File: config.mk
export PLATFORM = sky130hd
export DESIGN_NAME = pipeline_front
export DESIGN_NICKNAME = d
export VERILOG_FILES = /design/src/hdl/mem_bus_pkg.sv /design/src/hdl/core_pkg.sv /design/src/hdl/fetch_stage.sv /design/src/hdl/mem_arbiter.sv /design/src/hdl/pipeline_front.sv
export SDC_FILE = /design/constraint.sdc
export NUM_CORES = 1
export LEC_CHECK = 0
export BUFFER_PORTS_ARGS = -buffer_cell sky130_fd_sc_hd__buf_2
export CAP_MARGIN = 15
export CELL_PAD_IN_SITES_DETAIL_PLACEMENT = 0
export CELL_PAD_IN_SITES_GLOBAL_PLACEMENT = 1
export CORE_AREA = 2 2 155 157
export DETAILED_ROUTE_END_ITERATION = 8
export DIE_AREA = 0 0 157 159
export HOLD_SLACK_MARGIN = 0.02
export PLACE_DENSITY_LB_ADDON = 0.3
export SYNTH_ARGS = -nofsm -noshare
export SYNTH_HDL_FRONTEND = slang
export SYNTH_SLANG_ARGS = --single-unit
File: constraint.sdc
create_clock -name clock -period 26.1 [get_ports clock]
set_input_delay 0 -clock clock [delete_from_list [all_inputs] [get_ports clock]]
set_output_delay 0 -clock clock [all_outputs]
set_load 0.005 [all_outputs]
File: src/hdl/mem_bus_pkg.sv
package mem_bus_pkg;

    ////////////////////////////////////////////////////////////////////////////
    // bus field widths
    ////////////////////////////////////////////////////////////////////////////

    // response and tag fields, zero means no tag
    localparam int MEM_TAG_W = 4;

    // one memory block, two instruction words
    localparam int MEM_BLOCK_W = 64;

    // byte offset bits inside a block
    localparam int MEM_OFFSET_W = 3;

    ////////////////////////////////////////////////////////////////////////////
    // bus encodings
    ////////////////////////////////////////////////////////////////////////////

    // command driven to memory
    typedef enum logic [1:0] {
        BUS_NONE  = 2'h0,
        BUS_LOAD  = 2'h1,
        BUS_STORE = 2'h2
    } bus_command_t;

    // access size, only double is used here
    typedef enum logic [1:0] {
        BYTE   = 2'h0,
        HALF   = 2'h1,
        WORD   = 2'h2,
        DOUBLE = 2'h3
    } mem_size_t;

    // side holding the outstanding load
    typedef enum logic [1:0] {
        OWNER_NONE = 2'h0,
        OWNER_DATA = 2'h1,
        OWNER_INST = 2'h2
    } mem_owner_t;

endpackage

File: src/hdl/core_pkg.sv
package core_pkg;

    ////////////////////////////////////////////////////////////////////////////
    // core widths
    ////////////////////////////////////////////////////////////////////////////

    // address and data word
    localparam int XLEN = 32;

    // one instruction
    localparam int INST_W = 32;

    ////////////////////////////////////////////////////////////////////////////
    // program counter
    ////////////////////////////////////////////////////////////////////////////

    // first fetch address out of reset
    localparam logic [XLEN-1:0] RESET_PC = 32'h0000_0000;

    // sequential advance, no branches in this front end
    localparam logic [XLEN-1:0] PC_STEP = 32'd4;

endpackage

File: src/hdl/fetch_stage.sv
module fetch_stage (
    input  logic                              clock,
    input  logic                              reset,
    input  logic                              fetch_grant,
    input  logic                              fetch_reply,
    input  logic [mem_bus_pkg::MEM_BLOCK_W-1:0] reply_block,
    output logic                              fetch_request,
    output logic [core_pkg::XLEN-1:0]         fetch_addr,
    output logic                              if_valid,
    output logic [core_pkg::XLEN-1:0]         if_pc,
    output logic [core_pkg::INST_W-1:0]       if_inst
);

    // start holds the request off for one cycle after reset
    typedef enum logic [1:0] {
        FETCH_START   = 2'h0,
        FETCH_REQUEST = 2'h1,
        FETCH_WAIT    = 2'h2
    } fetch_state_t;

    fetch_state_t                  state_q;
    logic [core_pkg::XLEN-1:0]     pc_q;
    logic [core_pkg::INST_W-1:0]   selected_inst;

    ////////////////////////////////////////////////////////////////////////////
    // request side
    ////////////////////////////////////////////////////////////////////////////

    // level request until the arbiter grants it
    assign fetch_request = (state_q == FETCH_REQUEST);

    // block aligned, low offset bits dropped
    assign fetch_addr = {pc_q[core_pkg::XLEN-1:mem_bus_pkg::MEM_OFFSET_W],
                         {mem_bus_pkg::MEM_OFFSET_W{1'b0}}};

    // pc bit 2 picks the upper or lower word of the block
    assign selected_inst = pc_q[2] ? reply_block[2*core_pkg::INST_W-1:core_pkg::INST_W]
                                   : reply_block[core_pkg::INST_W-1:0];

    ////////////////////////////////////////////////////////////////////////////
    // pc and pending state
    ////////////////////////////////////////////////////////////////////////////

    always_ff @(posedge clock or posedge reset) begin
        if (reset) begin
            state_q  <= FETCH_START;
            pc_q     <= core_pkg::RESET_PC;
            if_valid <= 1'b0;
        end else begin
            // pulse only in the cycle after the reply
            if_valid <= fetch_reply;
            case (state_q)
                FETCH_START: begin
                    state_q <= FETCH_REQUEST;
                end
                FETCH_REQUEST: begin
                    // memory took it, now wait for the tagged reply
                    if (fetch_grant) begin
                        state_q <= FETCH_WAIT;
                    end
                end
                FETCH_WAIT: begin
                    if (fetch_reply) begin
                        state_q <= FETCH_REQUEST;
                        pc_q    <= pc_q + core_pkg::PC_STEP;
                    end
                end
                default: begin
                    state_q <= FETCH_START;
                end
            endcase
        end
    end

    ////////////////////////////////////////////////////////////////////////////
    // IF/ID register
    ////////////////////////////////////////////////////////////////////////////

    // payload only, qualified by if_valid
    always_ff @(posedge clock) begin
        if (fetch_reply) begin
            if_pc   <= pc_q;
            if_inst <= selected_inst;
        end
    end

    // arbiter routes a reply here only for a fetch we are waiting on
    a_reply_needs_pending : assert property (
        @(posedge clock) disable iff (reset)
        fetch_reply |-> (state_q == FETCH_WAIT)
    );

endmodule

File: src/hdl/mem_arbiter.sv
module mem_arbiter (
    input  logic                                clock,
    input  logic                                reset,
    // fetch side
    input  logic                                fetch_request,
    input  logic [core_pkg::XLEN-1:0]           fetch_addr,
    output logic                                fetch_grant,
    output logic                                fetch_reply,
    output logic [mem_bus_pkg::MEM_BLOCK_W-1:0] reply_block,
    // data side
    input  mem_bus_pkg::bus_command_t           dmem_command,
    input  logic [core_pkg::XLEN-1:0]           dmem_addr,
    input  logic [mem_bus_pkg::MEM_BLOCK_W-1:0] dmem_wdata,
    output logic                                dmem_grant,
    output logic                                dmem_valid,
    output logic [mem_bus_pkg::MEM_BLOCK_W-1:0] dmem_data,
    // memory port
    input  logic [mem_bus_pkg::MEM_TAG_W-1:0]   mem2proc_response,
    input  logic [mem_bus_pkg::MEM_BLOCK_W-1:0] mem2proc_data,
    input  logic [mem_bus_pkg::MEM_TAG_W-1:0]   mem2proc_tag,
    output mem_bus_pkg::bus_command_t           proc2mem_command,
    output logic [core_pkg::XLEN-1:0]           proc2mem_addr,
    output logic [mem_bus_pkg::MEM_BLOCK_W-1:0] proc2mem_data,
    output mem_bus_pkg::mem_size_t              proc2mem_size
);

    mem_bus_pkg::mem_owner_t                owner_q;
    logic [mem_bus_pkg::MEM_TAG_W-1:0]      tag_q;
    logic                                   idle;
    logic                                   data_select;
    logic                                   accepted;
    logic                                   tag_match;

    ////////////////////////////////////////////////////////////////////////////
    // request selection
    ////////////////////////////////////////////////////////////////////////////

    assign idle = (owner_q == mem_bus_pkg::OWNER_NONE);

    // data side wins over fetch
    assign data_select = (dmem_command != mem_bus_pkg::BUS_NONE);

    always_comb begin
        proc2mem_command = mem_bus_pkg::BUS_NONE;
        proc2mem_addr    = fetch_addr;
        // store data only matters on a store
        proc2mem_data    = dmem_wdata;
        proc2mem_size    = mem_bus_pkg::DOUBLE;
        // nothing goes out while a load is outstanding
        if (idle) begin
            if (data_select) begin
                proc2mem_command = dmem_command;
                proc2mem_addr    = dmem_addr;
            end else if (fetch_request) begin
                proc2mem_command = mem_bus_pkg::BUS_LOAD;
            end
        end
    end

    // non-zero response is the accepted tag
    assign accepted = (proc2mem_command != mem_bus_pkg::BUS_NONE)
                   && (mem2proc_response != '0);

    // grant is memory's acceptance, same cycle
    assign dmem_grant  = accepted && data_select;
    assign fetch_grant = accepted && !data_select;

    ////////////////////////////////////////////////////////////////////////////
    // owner and tag record
    ////////////////////////////////////////////////////////////////////////////

    // zero tag never matches
    assign tag_match = (mem2proc_tag != '0) && (mem2proc_tag == tag_q);

    always_ff @(posedge clock or posedge reset) begin
        if (reset) begin
            owner_q <= mem_bus_pkg::OWNER_NONE;
            tag_q   <= '0;
        end else if (tag_match) begin
            // reply consumed, back to idle
            owner_q <= mem_bus_pkg::OWNER_NONE;
            tag_q   <= '0;
        end else if (accepted && proc2mem_command == mem_bus_pkg::BUS_LOAD) begin
            owner_q <= data_select ? mem_bus_pkg::OWNER_DATA : mem_bus_pkg::OWNER_INST;
            tag_q   <= mem2proc_response;
        end
        // a store finishes on acceptance, owner stays none
    end

    ////////////////////////////////////////////////////////////////////////////
    // reply routing
    ////////////////////////////////////////////////////////////////////////////

    // block goes to both sides, the pulse says whose it is
    assign dmem_data   = mem2proc_data;
    assign reply_block = mem2proc_data;

    assign dmem_valid  = tag_match && (owner_q == mem_bus_pkg::OWNER_DATA);
    assign fetch_reply = tag_match && (owner_q == mem_bus_pkg::OWNER_INST);

    // one transaction in flight at a time
    a_no_command_while_busy : assert property (
        @(posedge clock) disable iff (reset)
        (owner_q != mem_bus_pkg::OWNER_NONE) |-> (proc2mem_command == mem_bus_pkg::BUS_NONE)
    );

    // tag record and owner record stay in step across the transaction
    a_match_has_owner : assert property (
        @(posedge clock) disable iff (reset)
        tag_match |-> (owner_q != mem_bus_pkg::OWNER_NONE)
    );

endmodule

File: src/hdl/pipeline_front.sv
module pipeline_front (
    input  logic                                clock,
    input  logic                                reset,
    // memory port
    input  logic [mem_bus_pkg::MEM_TAG_W-1:0]   mem2proc_response,
    input  logic [mem_bus_pkg::MEM_BLOCK_W-1:0] mem2proc_data,
    input  logic [mem_bus_pkg::MEM_TAG_W-1:0]   mem2proc_tag,
    output mem_bus_pkg::bus_command_t           proc2mem_command,
    output logic [core_pkg::XLEN-1:0]           proc2mem_addr,
    output logic [mem_bus_pkg::MEM_BLOCK_W-1:0] proc2mem_data,
    output mem_bus_pkg::mem_size_t              proc2mem_size,
    // data request port, stands in for the load/store queue
    input  mem_bus_pkg::bus_command_t           dmem_command,
    input  logic [core_pkg::XLEN-1:0]           dmem_addr,
    input  logic [mem_bus_pkg::MEM_BLOCK_W-1:0] dmem_wdata,
    output logic                                dmem_grant,
    output logic                                dmem_valid,
    output logic [mem_bus_pkg::MEM_BLOCK_W-1:0] dmem_data,
    // IF/ID register
    output logic                                if_valid,
    output logic [core_pkg::XLEN-1:0]           if_pc,
    output logic [core_pkg::INST_W-1:0]         if_inst
);

    ////////////////////////////////////////////////////////////////////////////
    // fetch to arbiter
    ////////////////////////////////////////////////////////////////////////////

    logic                                fetch_request;
    logic [core_pkg::XLEN-1:0]           fetch_addr;
    logic                                fetch_grant;
    logic                                fetch_reply;
    logic [mem_bus_pkg::MEM_BLOCK_W-1:0] reply_block;

    fetch_stage fetch_stage_0 (
        .clock         (clock),
        .reset         (reset),
        .fetch_grant   (fetch_grant),
        .fetch_reply   (fetch_reply),
        .reply_block   (reply_block),
        .fetch_request (fetch_request),
        .fetch_addr    (fetch_addr),
        .if_valid      (if_valid),
        .if_pc         (if_pc),
        .if_inst       (if_inst)
    );

    // single shared memory port
    mem_arbiter mem_arbiter_0 (
        .clock             (clock),
        .reset             (reset),
        .fetch_request     (fetch_request),
        .fetch_addr        (fetch_addr),
        .fetch_grant       (fetch_grant),
        .fetch_reply       (fetch_reply),
        .reply_block       (reply_block),
        .dmem_command      (dmem_command),
        .dmem_addr         (dmem_addr),
        .dmem_wdata        (dmem_wdata),
        .dmem_grant        (dmem_grant),
        .dmem_valid        (dmem_valid),
        .dmem_data         (dmem_data),
        .mem2proc_response (mem2proc_response),
        .mem2proc_data     (mem2proc_data),
        .mem2proc_tag      (mem2proc_tag),
        .proc2mem_command  (proc2mem_command),
        .proc2mem_addr     (proc2mem_addr),
        .proc2mem_data     (proc2mem_data),
        .proc2mem_size     (proc2mem_size)
    );

endmodule

==> out/qor.txt, run 1 <==
cell chain of the critical path -> buf_4 > and4_1 > nand2_1 > or4_1 > nor4_1 > xor2_1
area share of the largest cell type after synthesis -> 0.341
type of origin of the critical path -> register
r2r endpoint -> fetch_stage_0.pc_q[29]$_DFFE_PP0P_
Initial Util -> 0.236
first-pass GRT wire length -> 24600 µm
Hold Vio Cnt, Final -> 0
# DRC -> 0
H-tree depth -> 3
Cells after Synth -> 454
Worst-path clk slew -> 0.08 ns
initial antenna violation count -> 2
chip width -> 157 µm
period utilization -> 0.0940
initial drt markers -> 109
FF-to-FF path depth -> 6
pwr dens -> 57.6 nW/µm²
vias in the first global route -> 4459
Cells after DPL -> 906
Crit path required time -> 26.37 ns
warnings from Yosys -> 0
status -> completed
CP peak stage delay -> 0.65 ns
Main synth FF type -> edfxtp_1
most common cell in the synthesized netlist -> buf_4
area delta synth->final -> 44.5%
GPL Wtd Cong -> 0.719
Pleak -> 3.65 nW
clock network power share -> 0.339
placed inst area -> 6220 µm²
critical path class -> reg2reg
DR WL/cell -> 16.3 µm
asr flop ratio synth -> 0.386
register area share after synthesis -> 0.519
Yosys cell types -> 37
Post-CTS Setup Bufs -> 0
core box area -> 23200 µm²
Setup TNS Final -> 0 ns
clock buffer count from CTS -> 9
router iterations before antenna repair -> 4
reg-to-reg slack, setup -> 23.65 ns
min cycle time layout -> 2.45 ns
Max stage delay cell, worst path -> or4_1
routed vias -> 4313
MaxCap Viol Count -> 0
Achievable Freq -> 408 MHz
hold depth -> 4
DP Worst Slack -> 23.64 ns
row cnt -> 56
mapped cell area -> 5470 µm²
Worst R2R Start -> fetch_stage_0.pc_q[2]$_DFFE_PP0P_
clk buf depth -> 2
CP top delay family -> simple AND/OR/NAND/NOR gates
slew of the pin with the lowest slew margin -> 0.857 ns
Die ar. -> 25000 µm²
crit path capture type -> register
CTS tree -> yes
RSZ-0062 raised after global routing -> false
Tot GR Track Use -> 0.131
Final Cell Area -> 7900 µm²
die height -> 159 µm
root buffer cell -> clkbuf_16
Avg Inst Size Synth -> 12.0 µm²
sw power -> 127 µW
worst path bufs/invs -> 1
share of cells above drive strength 1 -> 0.482
hold endpoint -> mem_arbiter_0.owner_q[0]$_DFFE_PP0P_
Sw Share -> 0.279
Setup WS post-layout -> 23.65 ns
Worst-Skew Late Latency -> 0.35 ns
arrival time worst endpoint -> 2.72 ns
# port buffers -> 270
# IOs -> 403
Reg power frac -> 0.411
area leader, netlist -> edfxtp_1
largest net degree at the start of global routing -> 40
Crit Path Max Fanout -> 36
final-report max-slew violation count -> 0
top post-synthesis cells by area -> edfxtp_1 34%, buf_4 18%, dfrtp_1 18%, mux2_2 12%, xor2_1 3.5%
slew margin rel. -> 0.429
min-delay worst type -> in2reg
Detail Route Antenna Nets -> 0
Final Non-Filler Cells -> 1057
dpl hpwl -> 13000 µm
final setup violating endpoints -> 0
Layout Skew -> 0.00867 ns
HP Start -> dmem_command[1]
DR vias/cell -> 4.08
Post-Route WL -> 17200 µm
Synth top cells by count -> 132 x buf_4, 62 x edfxtp_1, 58 x mux2_2
Combinational Power Share -> 0.251
layout net count -> 905
grt ovf -> 0
P_int -> 328 µW
VDD IR-drop max -> 0.0000236 V
CTS sink count -> 101
Post-synth EDFFs -> 62
synthesized flop and latch total -> 101
[sequential cells by signal, indices dropped and copies added (netlist names)]
name,count
fetch_stage_0.if_inst,32
fetch_stage_0.if_pc,30
fetch_stage_0.pc_q,30
mem_arbiter_0.tag_q,4
fetch_stage_0.state_q,2
mem_arbiter_0.owner_q,2
fetch_stage_0.if_valid,1
[through the flow]
stage	util	hold slack, ns	power (mW)
detailed placement	0.268	0.0000346	0.290
CTS	0.341	0.0605	0.466
global placement	0.268	0.0000346	0.288
floorplan	-	0.0808	0.259
global route	0.341	0.0946	0.481
finish	0.341	0.0904	0.455
[timing repair]
item                                   4_1_cts  5_1_grt
gates resized for setup                      0        0
endpoints found under the hold margin      140        0
hold buffers                               134        0
[cell usage in the layout, fill, tap and decap left out, types with 3 or more instances in the layout]
cell type	synthesis	final
dfrtp_1	39	39
nand2_1	21	21
inv_1	6	5
edfxtp_1	62	62
xor2_1	22	22
clkbuf_16	0	9
nor4_1	6	6
conb_1	2	4
nor2_1	21	21
and2_1	4	4
nand4_1	7	7
mux2_2	58	58
o21ai_0	5	5
mux2i_1	4	4
buf_4	132	3
dlygate4sd3_1	0	134
nand3_1	10	10
xnor2_1	11	11
buf_2	1	270
nor3_1	12	12
[worst max-delay path by stage]
stage | to | from | slack (ns) | cells after the start
6_report | fetch_stage_0.pc_q[29]$_DFFE_PP0P_ | fetch_stage_0.pc_q[2]$_DFFE_PP0P_ | 23.65 | 6
3_3_place_gp | fetch_stage_0.pc_q[28]$_DFFE_PP0P_ | mem_arbiter_0.owner_q[0]$_DFFE_PP0P_ | 23.74 | 5
5_1_grt | fetch_stage_0.pc_q[30]$_DFFE_PP0P_ | mem_arbiter_0.owner_q[0]$_DFFE_PP0P_ | 23.51 | 5
2_1_floorplan | fetch_stage_0.if_valid$_DFF_PP0_ | mem_arbiter_0.tag_q[3]$_DFFE_PP0P_ | 17.90 | 3
3_5_place_dp | fetch_stage_0.pc_q[29]$_DFFE_PP0P_ | fetch_stage_0.pc_q[2]$_DFFE_PP0P_ | 23.64 | 6
4_1_cts | fetch_stage_0.pc_q[29]$_DFFE_PP0P_ | fetch_stage_0.pc_q[2]$_DFFE_PP0P_ | 23.60 | 6
[per-layer routing]
layer | up-vias | track usage | part of all wire
met5 | - | 0 | 0.00076
met4 | 2 | 0.0430 | 0.014
met3 | 13 | 0.0305 | 0.075
met2 | 246 | 0.266 | 0.56
met1 | 2051 | 0.124 | 0.35
li1 | 2001 | - | -
[worst reg2reg max path, delay by kind of cell (launching register included)]
kind | cells | cell delay (ns)
XOR/XNOR | 1 | 0.20
buffers and inverters | 1 | 0.41
flip-flops | 1 | 0.37
AND/OR/NAND/NOR | 4 | 1.40
[cell families after synthesis]
family	count (synthesis)	share of synthesized area
adder cells (fa/ha/maj)	1	0.00229
other	2	0.00137
AND/OR/NAND/NOR	98	0.0941
buffers and inverters	148	0.194
XOR/XNOR	33	0.0529
AO/OA/AOI/OAI	9	0.00961
multiplexers	62	0.127
flip-flops	101	0.519
[power by group through the flow]
stage / clock network [mW] / logic [mW] / registers [mW]
2_1_floorplan: 0 / 0.0684 / 0.190
3_3_place_gp: 0 / 0.0983 / 0.190
3_5_place_dp: 0 / 0.0997 / 0.191
4_1_cts: 0.162 / 0.117 / 0.187
5_1_grt: 0.167 / 0.126 / 0.189
6_report: 0.154 / 0.114 / 0.187
[layout make-up]
type | count | area, µm²
Multi-Input combinational cell | 207 | 1580
Fill cell | 2318 | 15300
Inverter | 6 | 22.5
Sequential cell | 101 | 2840
Clock buffer | 9 | 225
Tap cell | 319 | 399
Timing Repair Buffer | 407 | 2720
Clock inverter | 7 | 115
Antenna cell | 1 | 2.50
(Power assumes the default switching activity.)
==> run 2: changes to the inputs <==
Settings changed: ABC_AREA set to 1, CORE_AREA 2 2 155 157 to 2 2 157 159, DIE_AREA 0 0 157 159 to 0 0 159 161.
Clock period 26.1 ns to 2.4 ns, I/O delays scaled along.
==> run 2 against run 1 <==
Net effect:
- sequential power grew to 11 times the previous value
- combinational power rose to 16 times the previous value
- clock skew is essentially flat
- critical path depth did not move
- critical path type is now in2out
- flip-flop and latch count did not move
- core utilization increased by 1.9 points
- via count rose by 27%
- clock power grew to 9.6 times the previous value
- design area increased by 9.2%
- first-iteration DRC count increased by 150%
- synthesized cell count up 63%
==> out/qor.txt, run 2 <==
grt ovf -> 0 (unchanged)
final setup violating endpoints -> 0 (unchanged)
slew of the pin with the lowest slew margin -> 0.783 ns (-0.0742 ns)
area leader, netlist -> edfxtp_1
register area share after synthesis -> 0.452 (-0.0669)
top post-synthesis cells by area -> edfxtp_1 30%, nand2_1 17%, buf_4 16%, dfrtp_1 16%, mux2_2 3.9%
hold depth -> 4 (unchanged)
largest net degree at the start of global routing -> 65 (+63%)
Crit path required time -> 2.40 ns (-23.97 ns)
met2 Usage GRT -> 0.251 (-0.0148)
final-report max-slew violation count -> 0 (unchanged)
Setup TNS Final -> 0 ns (unchanged)
router iterations before antenna repair -> 4 (unchanged)
sw power -> 1.64 mW (+1200%)
dpl hpwl -> 13600 µm (+4.8%)
initial drt markers -> 269 (+150%)
Detail Route Antenna Nets -> 0 (unchanged)
H-tree depth -> 3 (unchanged)
critical path class -> in2out
Initial Util -> 0.262 (+0.0261)
share of cells above drive strength 1 -> 0.340 (-0.141)
asr flop ratio synth -> 0.386 (unchanged)
Post-synth EDFFs -> 62 (unchanged)
mapped cell area -> 6270 µm² (+15%)
r2r endpoint -> mem_arbiter_0.owner_q[0]$_DFFE_PP0P_
most common cell in the synthesized netlist -> nand2_1
# IOs -> 403 (unchanged)
Die ar. -> 25600 µm² (+2.5%)
row cnt -> 57 (+1.8%)
pwr dens -> 621 nW/µm² (+980%)
initial antenna violation count -> 0 (-2)
first-pass GRT wire length -> 29600 µm (+20%)
Largest register FFs -> 32 (unchanged)
routed vias -> 5456 (+27%)
Fillers -> 2541 (+9.6%)
Layout Skew -> 0.00830 ns (-0.000368 ns)
# DRC -> 0 (unchanged)
Pleak -> 4.23 nW (+16%)
register with the most flip-flops -> fetch_stage_0.if_inst
DR vias/cell -> 4.07 (-0.29%)
Worst R2R Start -> mem_arbiter_0.owner_q[1]$_DFFE_PP0P_
die height -> 161 µm (+1.3%)
GRT Max-Usage Layer -> met2
Achievable Freq -> 448 MHz
clk buf depth -> 2 (unchanged)
Tot GR Track Use -> 0.147 (+0.0169)
warnings from Yosys -> 0 (unchanged)
MaxCap Viol Count -> 0 (unchanged)
Main synth FF type -> edfxtp_1
Sw Share -> 0.306 (+0.0275)
Total Power -> 5.36 mW (+1100%)
Avg Inst Size Synth -> 8.50 µm² (-29%)
Yosys cell types -> 29 (-22%)
ANT cells -> 0 (-1)
Synth top cells by count -> 290 x nand2_1, 134 x buf_4, 62 x edfxtp_1
HP Start -> dmem_command[1]
period utilization -> 0.929
grt met1 use -> 0.198 (+0.0735)
chip width -> 159 µm (+1.3%)
Crit Path Max Fanout -> 21 (-42%)
arrival time worst endpoint -> 2.23 ns (-0.49 ns)
DR WL/cell -> 14.5 µm (-11%)
most common cell after layout, fill and taps aside -> nand2_1
CTS tree -> yes
Combinational Power Share -> 0.335 (+0.084)
CTS sink count -> 101 (unchanged)
reg-to-reg slack, setup -> 0.46 ns (-23.19 ns)
FF-to-FF path depth -> 6 (unchanged)
RSZ-0062 raised after global routing -> false
Cells after Synth -> 738 (+63%)
min cycle time layout -> 2.23 ns
type of origin of the critical path -> input pin
VDD IR-drop max -> 0.000408 V (+1600%)
hold endpoint -> fetch_stage_0.state_q[1]$_DFFE_PP0P_
slew margin rel. -> 0.476 (+0.0475)
Hold Vio Cnt, Final -> 0 (unchanged)
Worst-path clk slew -> 0.07 ns (about the same)
crit path capture type -> output port
area delta synth->final -> 37.5%
Post-Route WL -> 19500 µm (+13%)
most frequent cells in the layout -> 290 x nand2_1, 270 x buf_2, 136 x dlygate4sd3_1
Worst-Skew Late Latency -> 0.35 ns (about the same)
status -> completed
vias in the first global route -> 5290 (+19%)
core box area -> 24000 µm² (+3.3%)
top flop regs -> fetch_stage_0.if_inst (32), fetch_stage_0.if_pc (30), fetch_stage_0.pc_q (30)
synthesized flop and latch total -> 101 (unchanged)
root buffer cell -> clkbuf_16
P_int -> 3.72 mW (+1000%)
GPL Wtd Cong -> 0.794 (+11%)
clock buffer count from CTS -> 9 (unchanged)
clock network power share -> 0.277 (-0.062)
# port buffers -> 270 (unchanged)
Reg power frac -> 0.388 (-0.023)
Global Route met3 Usage -> 0.0187 (-0.0117)
layout net count -> 1185 (+31%)
min-delay worst type -> in2reg
area share of the largest cell type after synthesis -> 0.297 (-0.0439)
## run 2: timing repair
item                                    in CTS  in global routing
buffers inserted                             0                  0
resized for setup                            0                  0
endpoints found under the setup margin       0                  8
hold buffers                               136                  0
hold endpoints to repair                   141                  0
## run 2: cell type report
cell class | count | area [µm²] | share of cell area
Clock buffer | 10 | 229 | 0.0265
Clock inverter | 6 | 62.6 | 0.00725
Inverter | 35 | 135 | 0.0157
Multi-Input combinational cell | 453 | 2190 | 0.254
Sequential cell | 101 | 2840 | 0.329
Tap cell | 324 | 405 | 0.0470
Timing Repair Buffer | 412 | 2770 | 0.321
## run 2: cell families (layout without fill, tap and decap cells)
group | Yosys count | after routing | share of synthesized area
fa+ha+maj | 1 | 1 | 0.00199
mux | 23 | 23 | 0.0413
buf+inv | 186 | 463 | 0.202
flops | 101 | 101 | 0.452
xor+xnor | 15 | 15 | 0.0209
simple gates | 392 | 392 | 0.266
other cells | 2 | 4 | 0.00120
compound gates | 18 | 18 | 0.0144
## run 2: through the flow
| stage | cell area (µm²) | cells | worst slack, ns | util | hold slack [ns] |
|---|---|---|---|---|---|
| finish | 8630 | 1341 | 0.170 | 0.360 | 0.0823 |
| global placement | 6980 | 1189 | 0.665 | 0.291 | 0.0000346 |
| floorplan | 6290 | 740 | 0.345 | - | 0.0707 |
| CTS | 8630 | 1341 | 0.103 | 0.360 | 0.0797 |
| detailed placement | 6980 | 1189 | 0.655 | 0.291 | 0.0000346 |
| global route | 8630 | 1341 | 0.0173 | 0.360 | 0.141 |
## run 2: worst max path at each step
stage	start	end	slack (ns)	cells after the start
finish	dmem_command[0]	proc2mem_addr[16]	0.17	6
global route	dmem_command[0]	proc2mem_addr[25]	0.02	6
CTS	dmem_command[0]	proc2mem_addr[16]	0.10	6
detailed placement	dmem_command[0]	proc2mem_addr[16]	0.66	5
global placement	dmem_command[0]	proc2mem_addr[13]	0.67	5
floorplan	mem_arbiter_0.tag_q[1]$_DFFE_PP0P_	fetch_stage_0.if_inst[0]$_DFFE_PP_	0.34	6
## run 2: power groups by stage
stage          Clock, mW  Sequential (mW)  Combinational, mW
3_3_place_gp           0             2.12               1.43
3_5_place_dp           0             2.12               1.43
4_1_cts             1.55             2.08               1.82
2_1_floorplan          0             2.11               1.02
5_1_grt             1.61             2.09               2.01
6_report            1.48             2.08               1.79
## run 2: layer usage
layer / routed length [µm] / vias up / part of all wire
met5: 0 / - / 0
met4: 218 / 0 / 0.011
met3: 948 / 12 / 0.049
met2: 9370 / 210 / 0.48
met1: 8940 / 2510 / 0.46
li1: - / 2724 / -
## run 2: critical path, cell delays in order
cell and delay, ns:
dlygate4sd3_1 0.53, buf_2 0.15, o21ai_4 0.62, buf_4 0.41
mux2_2 0.38, buf_2 0.13
